`src/rtl/neuron_core_params.svh`:
```
`ifndef NEURON_CORE_PARAMS_SVH
`define NEURON_CORE_PARAMS_SVH

// row geometry
`define NC_LANES       16
`define NC_ROW_AW      8   // 256 rows

// neuron state widths
`define NC_POT_W       20
`define NC_WEIGHT_W    16
`define NC_REF_W       3

// dynamics
`define NC_REF_CYCLES  3   // leak steps a fired neuron stays silent
`define NC_LEAK        16  // subtracted per leak step

// one threshold per group, group is the top bits of the row
`define NC_THR_GROUPS  4

`endif

```
`src/rtl/neuron_state_pkg.sv`:
```
`include "neuron_core_params.svh"
`default_nettype none

package neuron_state_pkg;

  // one stored neuron, 25 bits
  typedef struct packed {
    logic                 out_neuron;  // spike goes to the output spikes
    logic                 leak_en;
    logic [`NC_REF_W-1:0] ref_cnt;     // refractory steps left
    logic [`NC_POT_W-1:0] potential;   // unsigned membrane potential
  } neuron_state_t;

  // one memory row, all lanes side by side
  typedef struct packed {
    neuron_state_t [`NC_LANES-1:0] lane;
  } state_row_t;

endpackage

`default_nettype wire

```
`src/rtl/core_ctrl_pkg.sv`:
```
`include "neuron_core_params.svh"
`default_nettype none

package core_ctrl_pkg;

  import neuron_state_pkg::*;

  localparam int unsigned LANE_AW = $clog2(`NC_LANES);
  localparam int unsigned GRP_W   = $clog2(`NC_THR_GROUPS);

  typedef enum logic {
    STEP_SYN  = 1'b0,  // integrate weights
    STEP_LEAK = 1'b1   // time reference
  } step_kind_e;

  typedef struct packed {
    step_kind_e            kind;
    logic [`NC_ROW_AW-1:0] row;
  } step_cmd_t;

  typedef struct packed {
    logic [`NC_LANES-1:0][`NC_WEIGHT_W-1:0] weight;  // magnitude per lane
    logic [`NC_LANES-1:0]                   inhibit; // 1 subtracts
  } syn_in_t;

  typedef struct packed {
    logic [`NC_ROW_AW-1:0] row;
    logic [LANE_AW-1:0]    lane;
    neuron_state_t         state;
  } prog_cmd_t;

  typedef struct packed {
    logic [GRP_W-1:0]     group;
    logic [`NC_POT_W-1:0] threshold;
  } thr_prog_t;

  typedef struct packed {
    logic [`NC_LANES-1:0] hidden;
    logic [`NC_LANES-1:0] out;
  } spike_out_t;

endpackage

`default_nettype wire

```
`src/rtl/threshold_regs.sv`:
```
`timescale 1ns/1ps
`include "neuron_core_params.svh"
`default_nettype none

module threshold_regs
  import core_ctrl_pkg::*;
(
  input  logic                 CLK,
  input  logic                 RSTN_syncn,
  input  logic                 thr_strobe,
  input  thr_prog_t            thr,
  input  logic [GRP_W-1:0]     group,
  output logic [`NC_POT_W-1:0] threshold
);

  logic [`NC_POT_W-1:0] thr_q [`NC_THR_GROUPS];

  always_ff @(posedge CLK or negedge RSTN_syncn) begin
    if (!RSTN_syncn) begin
      for (int g = 0; g < `NC_THR_GROUPS; g++) begin
        thr_q[g] <= '1;  // max, nothing fires until programmed
      end
    end else if (thr_strobe) begin
      thr_q[thr.group] <= thr.threshold;
    end
  end

  assign threshold = thr_q[group];

endmodule

`default_nettype wire

```
`config.mk`:
```
export PLATFORM = sky130hd
export DESIGN_NAME = threshold_regs
export DESIGN_NICKNAME = d
export VERILOG_FILES = /design/src/rtl/neuron_state_pkg.sv /design/src/rtl/core_ctrl_pkg.sv /design/src/rtl/threshold_regs.sv
export VERILOG_INCLUDE_DIRS = /design/src /design/src/rtl
export SDC_FILE = /design/constraint.sdc
export NUM_CORES = 1
export LEC_CHECK = 0
export ABC_AREA = 1
export BUFFER_PORTS_ARGS = -buffer_cell sky130_fd_sc_hd__buf_4
export CAP_MARGIN = 20
export CORE_MARGIN = 8
export CORE_UTILIZATION = 45
export DETAILED_ROUTE_END_ITERATION = 10
export GPL_TIMING_DRIVEN = 0
export PLACE_DENSITY = 0.71
export REMOVE_ABC_BUFFERS = 1
export SYNTH_ARGS = -nofsm -noshare
export SYNTH_HDL_FRONTEND = slang
export SYNTH_SLANG_ARGS = --single-unit
```
`constraint.sdc`:
```
create_clock -name CLK -period 1.1 [get_ports CLK]
set_input_delay 0.165 -clock CLK [delete_from_list [all_inputs] [get_ports CLK]]
set_output_delay 0.165 -clock CLK [all_outputs]
set_load 0.01 [all_outputs]
```
==> qor.txt <==
Via count = 3809
Die Width = 113 um
Critical Path AT = 1.28 ns
Max cap viols = 0
GRT Residual Overflow = 0
Peak Freq = 692 MHz
Crit path kind = register to primary output
Antenna Nets Post-Route = 0
Final worst path period need = 1.44 ns
RSZ-0062 raised after global routing = yes
Largest net degree at the start of global routing = 81
Status = finished with violations
Top FF cell, synth = dfstp_2
Die area = 12800 um^2
Number of global-route vias before repair = 3844
Clk slew on worst S/H paths = 0.09 ns
Violation count after the first detailed-routing iteration = 334
Initial Util = 0.461
Post-DP HPWL = 5990 um
Top-count cell post-synth = nand2_1
Setup violators final = 20
RD Place Congestion = 0.695
Clk root buf = clkbuf_8
Top post-synthesis cells by area = dfstp_2 (50%), nand2_1 (21%), inv_1 (9.0%), nand3_1 (7.4%), nand4_1 (5.9%)
Antenna violations before repair = 0
Clock Tree Buf Depth = 2
Met2 wire length = 5640 um
Fillcell total = 849
Met1 Wirelength = 4970 um
TritonRoute pass-1 iters = 6
Area growth syn-to-layout = 21.7%
Sequential area share after synthesis = 0.495
Setup TNS = -6.12 ns
Final Power = 8.68 mW
Row cnt = 35
Clock Sinks = 80
Ports = 47
#FFs+latches synth = 80
Critical path required time = 0.94 ns
HP Class = input port to register
First-pass GRT wire length = 19400 um
Vias per cell = 5.20
Max reg flops = 80
Biggest regs = thr_q: 80 flops
Number of synthesized flops with an enable pin = 0
NumNets Final = 644
Post-route setup slack = -0.344 ns
Final Skew = 0 ns
Final period util = 1.31
Slew Viols, Final = 0
Most flops, register = thr_q
H-tree depth = 3
Crit start category = register
Synth Instances = 589
IR Drop Worst-Case VDD = 725 uV
WL met3 = 832 um
Mapped cell area = 4240 um^2
P_leak = 2.67 nW
Clock Latency Late Sink = 0.35 ns
Failing checks = negative setup slack
Max_slew headroom = 0.328
Core Area = 9200 um^2
Async S/R FF share, synth = 1.00
Highest routed layer = met4
Dpl ws = -0.988 ns
Synth top area share = 0.495
Total track usage = 0.191
CTS buffer count = 9
Synth cell types = 11
Crit-path max FO = 2
Die H = 113 um
CP Capture Type = primary output
Ant diodes = 0
Final WL = 11600 um
Fin. Hold Viols = 0
Worst slew pin tran = 1.01 ns
PortBufs = 46
Synth Warn # = 0
Commonest cells post-synth = nand2_1 (241), inv_1 (102), dfstp_2 (80)
Syn Area/Cell = 7.20 um^2
Synth area leader = dfstp_2
DR WL/cell = 15.8 um
Post-route DRC = 0
Power density cells = 1680 nW/um^2
Fraction of layout cells with a size suffix above 1 = 0.333
CTS tree = built
## power breakdown
part	internal [mW]	total, mW	switching (mW)
Clock	1.79	2.88	1.08
Combinational	0.729	1.80	1.07
Sequential	3.75	4.01	0.262
Total	6.27	8.68	2.41
## cells in the final DEF, fill, tap and decap left out, drive strengths merged
| master | n |
|---|---|
| nand2 | 241 |
| inv | 102 |
| dfstp | 80 |
| nand3 | 64 |
| buf | 54 |
| nand4 | 40 |
| o21ai | 20 |
| clkbuf | 10 |
| clkinvlp | 4 |
| bufinv | 4 |
| clkinv | 2 |
| nor2 | 1 |
## worst max-delay path, stage by stage, from the launching register on
cell	delay [ns]
dfstp_2	0.54
inv_1	0.04
nand2_1	0.09
nand3_2	0.08
nand2_2	0.08
buf_6	0.10
## repair_timing
item	in CTS	in global routing
gates cloned	3	0
pin swaps	15	22
hold buffers	0	0
setup endpoints to repair	100	38
gates resized for setup	24	54
buffers inserted	5	1
## cells by family (layout without fill, tap and decap cells)
| group | Yosys count | count (layout) | synth area share |
|---|---|---|---|
| flops | 80 | 80 | 0.495 |
| simple gates | 345 | 346 | 0.347 |
| compound gates | 20 | 20 | 0.0236 |
| buf+inv | 144 | 176 | 0.134 |
## final timing paths
kind | startpoint | end | slack [ns] | cells after the start
worst max-delay path | thr_q[78] | threshold[18] | -0.34 | 5
worst min-delay path | thr[9] | thr_q[9] | 0.03 | 3
worst max register to register | thr_q[62] | thr_q[62] | 0.26 | 3
worst min register to register | thr_q[37] | thr_q[37] | 0.46 | 2
max in group asynchronous | RSTN_syncn | thr_q[62] | 0.59 | 1
min in group asynchronous | RSTN_syncn | thr_q[3] | 0.43 | 1
## metal layers
| layer | track usage | up-vias |
|---|---|---|
| met1 | 0.241 | 1783 |
| li1 | - | 1863 |
| met3 | 0.0325 | 10 |
| met4 | 0.0737 | 0 |
| met2 | 0.320 | 153 |
| met5 | 0 | - |
## final cells by class
class	count	area (um^2)	share of cell area
flip-flops and latches	80	2100	0.407
repair buffers	54	502	0.0972
multi-input cells	366	1730	0.336
well taps	111	139	0.0269
inverters	104	403	0.0780
clock buffers	10	138	0.0267
repair inverters	2	15.0	0.00291
clock inverters	6	130	0.0252
## metrics by stage
| stage | hold WS, ns | area [um^2] | instances | util |
|---|---|---|---|---|
| after floorplan | 0.0172 | 4070 | 549 | - |
| after global routing | 0.0244 | 5160 | 733 | 0.561 |
| after global placement | 0.403 | 4550 | 706 | 0.495 |
| final | 0.0300 | 5160 | 733 | 0.561 |
| after detailed placement | 0.409 | 4600 | 708 | 0.500 |
| after CTS | 0.0260 | 5020 | 732 | 0.546 |
Note: power is estimated with default switching activity, not from simulation.
