==> src/rtl/neuron_core_params.svh <==
`ifndef NEURON_CORE_PARAMS_SVH
`define NEURON_CORE_PARAMS_SVH

// row geometry
`define NC_LANES       16
`define NC_ROW_AW      8   // 256 rows

// neuron state widths
`define NC_POT_W       20
`define NC_WEIGHT_W    16
`define NC_REF_W       3

// dynamics
`define NC_REF_CYCLES  3   // leak steps a fired neuron stays silent
`define NC_LEAK        16  // subtracted per leak step

// one threshold per group, group is the top bits of the row
`define NC_THR_GROUPS  4

`endif

==> src/rtl/neuron_state_pkg.sv <==
`include "neuron_core_params.svh"
`default_nettype none

package neuron_state_pkg;

  // one stored neuron, 25 bits
  typedef struct packed {
    logic                 out_neuron;  // spike goes to the output spikes
    logic                 leak_en;
    logic [`NC_REF_W-1:0] ref_cnt;     // refractory steps left
    logic [`NC_POT_W-1:0] potential;   // unsigned membrane potential
  } neuron_state_t;

  // one memory row, all lanes side by side
  typedef struct packed {
    neuron_state_t [`NC_LANES-1:0] lane;
  } state_row_t;

endpackage

`default_nettype wire

==> src/rtl/core_ctrl_pkg.sv <==
`include "neuron_core_params.svh"
`default_nettype none

package core_ctrl_pkg;

  import neuron_state_pkg::*;

  localparam int unsigned LANE_AW = $clog2(`NC_LANES);
  localparam int unsigned GRP_W   = $clog2(`NC_THR_GROUPS);

  typedef enum logic {
    STEP_SYN  = 1'b0,  // integrate weights
    STEP_LEAK = 1'b1   // time reference
  } step_kind_e;

  typedef struct packed {
    step_kind_e            kind;
    logic [`NC_ROW_AW-1:0] row;
  } step_cmd_t;

  typedef struct packed {
    logic [`NC_LANES-1:0][`NC_WEIGHT_W-1:0] weight;  // magnitude per lane
    logic [`NC_LANES-1:0]                   inhibit; // 1 subtracts
  } syn_in_t;

  typedef struct packed {
    logic [`NC_ROW_AW-1:0] row;
    logic [LANE_AW-1:0]    lane;
    neuron_state_t         state;
  } prog_cmd_t;

  typedef struct packed {
    logic [GRP_W-1:0]     group;
    logic [`NC_POT_W-1:0] threshold;
  } thr_prog_t;

  typedef struct packed {
    logic [`NC_LANES-1:0] hidden;
    logic [`NC_LANES-1:0] out;
  } spike_out_t;

endpackage

`default_nettype wire

==> src/rtl/lif_neuron.sv <==
`timescale 1ns/1ps
`include "neuron_core_params.svh"
`default_nettype none

module lif_neuron
  import neuron_state_pkg::*, core_ctrl_pkg::*;
(
  input  step_kind_e              kind,
  input  neuron_state_t           state,
  input  logic [`NC_WEIGHT_W-1:0] weight,
  input  logic                    inhibit,
  input  logic [`NC_POT_W-1:0]    threshold,
  output neuron_state_t           state_next,
  output logic                    spike
);

  localparam int unsigned PW = `NC_POT_W;
  localparam logic [PW-1:0] POT_MAX = '1;
  localparam logic [PW-1:0] LEAK_AMT = `NC_LEAK;
  localparam logic [`NC_REF_W-1:0] REF_RELOAD = `NC_REF_CYCLES;

  logic [PW:0]   w_ext;    // one guard bit for over/underflow
  logic [PW:0]   pot_add;
  logic [PW:0]   pot_sub;
  logic [PW-1:0] pot_syn;  // clamped synaptic result
  logic [PW-1:0] pot_leak;

  assign w_ext   = {{(PW + 1 - `NC_WEIGHT_W){1'b0}}, weight};
  assign pot_add = {1'b0, state.potential} + w_ext;
  assign pot_sub = {1'b0, state.potential} - w_ext;

  always_comb begin
    if (inhibit) begin
      pot_syn = pot_sub[PW] ? '0 : pot_sub[PW-1:0];       // borrow means below zero
    end else begin
      pot_syn = pot_add[PW] ? POT_MAX : pot_add[PW-1:0];  // carry saturates
    end
  end

  assign pot_leak = (state.potential > LEAK_AMT) ? state.potential - LEAK_AMT : '0;

  always_comb begin
    state_next = state;
    spike      = 1'b0;
    if (kind == STEP_LEAK) begin
      if (state.ref_cnt != '0) begin
        state_next.ref_cnt = state.ref_cnt - 1'b1;
      end
      if (state.leak_en) begin
        state_next.potential = pot_leak;
      end
    end else if (state.ref_cnt == '0) begin
      // refractory lanes ignore input entirely
      if (pot_syn >= threshold) begin
        spike                = 1'b1;
        state_next.potential = '0;          // reset on fire
        state_next.ref_cnt   = REF_RELOAD;
      end else begin
        state_next.potential = pot_syn;
      end
    end
  end

endmodule

`default_nettype wire

==> config.mk <==
export PLATFORM = sky130hd
export DESIGN_NAME = lif_neuron
export DESIGN_NICKNAME = d
export VERILOG_FILES = /design/src/rtl/neuron_state_pkg.sv /design/src/rtl/core_ctrl_pkg.sv /design/src/rtl/lif_neuron.sv
export VERILOG_INCLUDE_DIRS = /design/src /design/src/rtl
export SDC_FILE = /design/constraint.sdc
export NUM_CORES = 1
export LEC_CHECK = 0
export BUFFER_PORTS_ARGS = -buffer_cell sky130_fd_sc_hd__buf_2
export CORE_MARGIN = 5
export CORE_UTILIZATION = 55
export DETAILED_ROUTE_END_ITERATION = 6
export PLACE_DENSITY = 0.83
export SETUP_SLACK_MARGIN = 0.05
export SYNTH_ARGS = -nofsm -noshare
export SYNTH_HDL_FRONTEND = slang
export SYNTH_SLANG_ARGS = --single-unit
==> constraint.sdc <==
create_clock -name vclk -period 13.2
set_input_delay 1.32 -clock vclk [all_inputs]
set_output_delay 1.32 -clock vclk [all_outputs]
set_load 0.03 [all_outputs]
==> qor.yml <==
outcome:
  status: "complete, no violations"
logic_synthesis:
  netlist_instances: 518
  ys_top_cells_by_count: "ha_1 (57), inv_1 (57), nor2_1 (48), a21oi_1 (46), o21ai_0 (38)"
  yosys_warnings: 0
  synth_top_family_by_area: "compound AO/OA/AOI/OAI gates"
  syn_nets: 640
  avgSynthCellArea_um2: 6.647
  synth_xor_area_share_pct: 0.7631
  synth_top_area_share_pct: 20.71
  yosys.area_share.simple_pct: 24.20
  syn_area_um2: 3443
  synth_compound_area_share_pct: 42.33
  synthAdderAreaFrac_pct: 21.87
  yosysSeqAreaShare_pct: 0
  synthMuxAreaShare_pct: 0.2907
  yosysTopAreaCell: "ha_1"
  synthDistinctLibCells: 73
  synthTopCellsByArea: "ha_1 (21%), a21oi_1 (6.7%), inv_1 (6.2%)"
routing:
  drc: 0
  ant_nets: 0
  first_iter_violations: 434
  firstDrtPassIters: 6
  wirelength_um: 11220
  via_per_inst: 6.687
  wl_per_cell_um: 17.21
  vias: 4360
floorplanning:
  io_pins: 89
  initial_core_util_pct: 57.48
  die-area_um2: 7943
  die_h_um: 89.13
  rows: 28
  die_x_um: 89.13
  core-area_um2: 5991
sta:
  fin_crit_ns: 8.024
  tightest_slew_ns: 1.229
  finalSetupViolations: 0
  rsz0062_at_grt: "false"
  tns_ns: 0
  slew_headroom_pct: 17.56
  hold_viol_final: 0
  max_freq_ghz: 0.1246
  slew_viol_final: 0
  finalCritPeriodShare_pct: 60.79
worst_setup_path:
  cp_data_arrival_time_ns: 6.70
  startpoint: "state[11]"
  crit_path_end_kind: "output pin"
  cp_max_fo: 14
  critPathLaunchType: "input port"
  cp_cell_sequence: "buf_2 > ha_1 > nor2b_1 > a2111oi_4 > a22oi_1 > o211ai_2 > a211oi_2 > o221ai_1 > a21oi_1 > ha_1 > a21o_1 > a211o_1 > a31oi_1 > a21oi_1 > nor4b_4 > nand2b_1 > or3_1 > o311ai_1 > buf_2"
  criticalPathCategory: "input port to output pin"
  critPathSlowestCell: "a211oi_2"
  worst-path-buf-inv: 2
  slowest_delay_ns: 0.77
  required_ns: 11.88
  crit_family: "compound AO/OA/AOI/OAI gates"
global_routing:
  grt_pass1_wl_um: 17990
  antenna_found_initial: 0
  grt_start_max_net_pins: 24
  grt_util_all_layers_pct: 27.18
  overflow: 0
  grt_pass1_vias: 4006
place:
  port-buffer-count: 87
  routabilityCongestion: 0.9788
  placed_cell_area_um2: 3844
  dp_hpwl_um: 9249
clock_tree:
  post_cts_resized: 0
  post-cts-setup-buffers: 0
  cts_hold_buf: 0
power_and_ir_drop:
  powerDensity_nw_per_um2: 48.85
  p_leak_uw: 0.001899
  max-vdd-ir-drop_mv: 0.02787
finish:
  diodes: 0
  ff_latch_area_um2: 0
  areaGrowthSynthToFinish_pct: 11.63
  fin_area_um2: 3844
  design.seq.count: 0
  drive_above_1_share_pct: 19.06
  nets: 701
  n_clock_buffer: 0
min_path:
  hold_path_class: "input port to output pin"
  worstHoldStart: "state[24]"
run:
  drv_cap: 0
[cells by family (layout without fill, tap and decap cells)]
family / Yosys count / count (layout)
buffers and inverters: 88 / 147
XOR/XNOR: 3 / 3
AND/OR/NAND/NOR: 164 / 164
AO/OA/AOI/OAI: 203 / 203
multiplexers: 1 / 1
adder cells (fa/ha/maj): 59 / 59
[worst paths after layout]
| path | endpoint | slack (ns) | depth (start not counted) |
|---|---|---|---|
| setup / recovery | state_next[17] | 5.18 | 19 |
| hold / removal | state_next[24] | 2.64 | 0 |
[area by class of cell]
type               count  area [um^2]
repair buffers        88        442.9
multi-input cells    430         3085
inverters             59        221.5
fillers              564         2147
well taps             75        93.84
[cells in the final DEF, fill, tap and decap left out, drive strengths merged, types with 6 or more instances in the layout]
cell type   n
o211ai      8
a21o        8
nand2      36
o31ai       8
nor3       15
a31oi       6
nor4        7
o21a        7
nor2       48
ha         57
nor2b      13
a221o      10
a221oi      6
a21oi      46
o21bai      6
o21ai      39
nand3      10
inv        59
buf        88
nand2b     10
o221ai      7
[power breakdown]
part,switching [uW],internal (uW),total (uW)
Combinational,117,70.6,188
Clock,0,0,0
Sequential,0,0,0
Total,117,70.6,188
[routing by layer]
layer | part of all wire [%] | track usage [%] | up-vias
li1 | - | - | 2058
met5 | 0 | 0 | -
met3 | 8.5 | 1.567 | 39
met2 | 47 | 46.89 | 294
met4 | 3.7 | 9.202 | 0
met1 | 41 | 35.82 | 1969
[stage by stage]
| step | hold slack [ns] | cells | total power, uW | utilization, % | worst slack [ns] |
|---|---|---|---|---|---|
| after floorplan | 2.772 | 518 | 134.1 | - | 6.215 |
| after global placement | 2.640 | 652 | 177.4 | 64.16 | 5.474 |
| after detailed placement | 2.640 | 652 | 182.8 | 64.16 | 5.310 |
| after CTS | 2.640 | 652 | 184.1 | 64.16 | 5.305 |
| after global routing | 2.640 | 652 | 205.5 | 64.16 | 4.898 |
| final | 2.640 | 652 | 187.8 | 64.16 | 5.176 |
No activity file was read; power rests on OpenSTA's default activity.
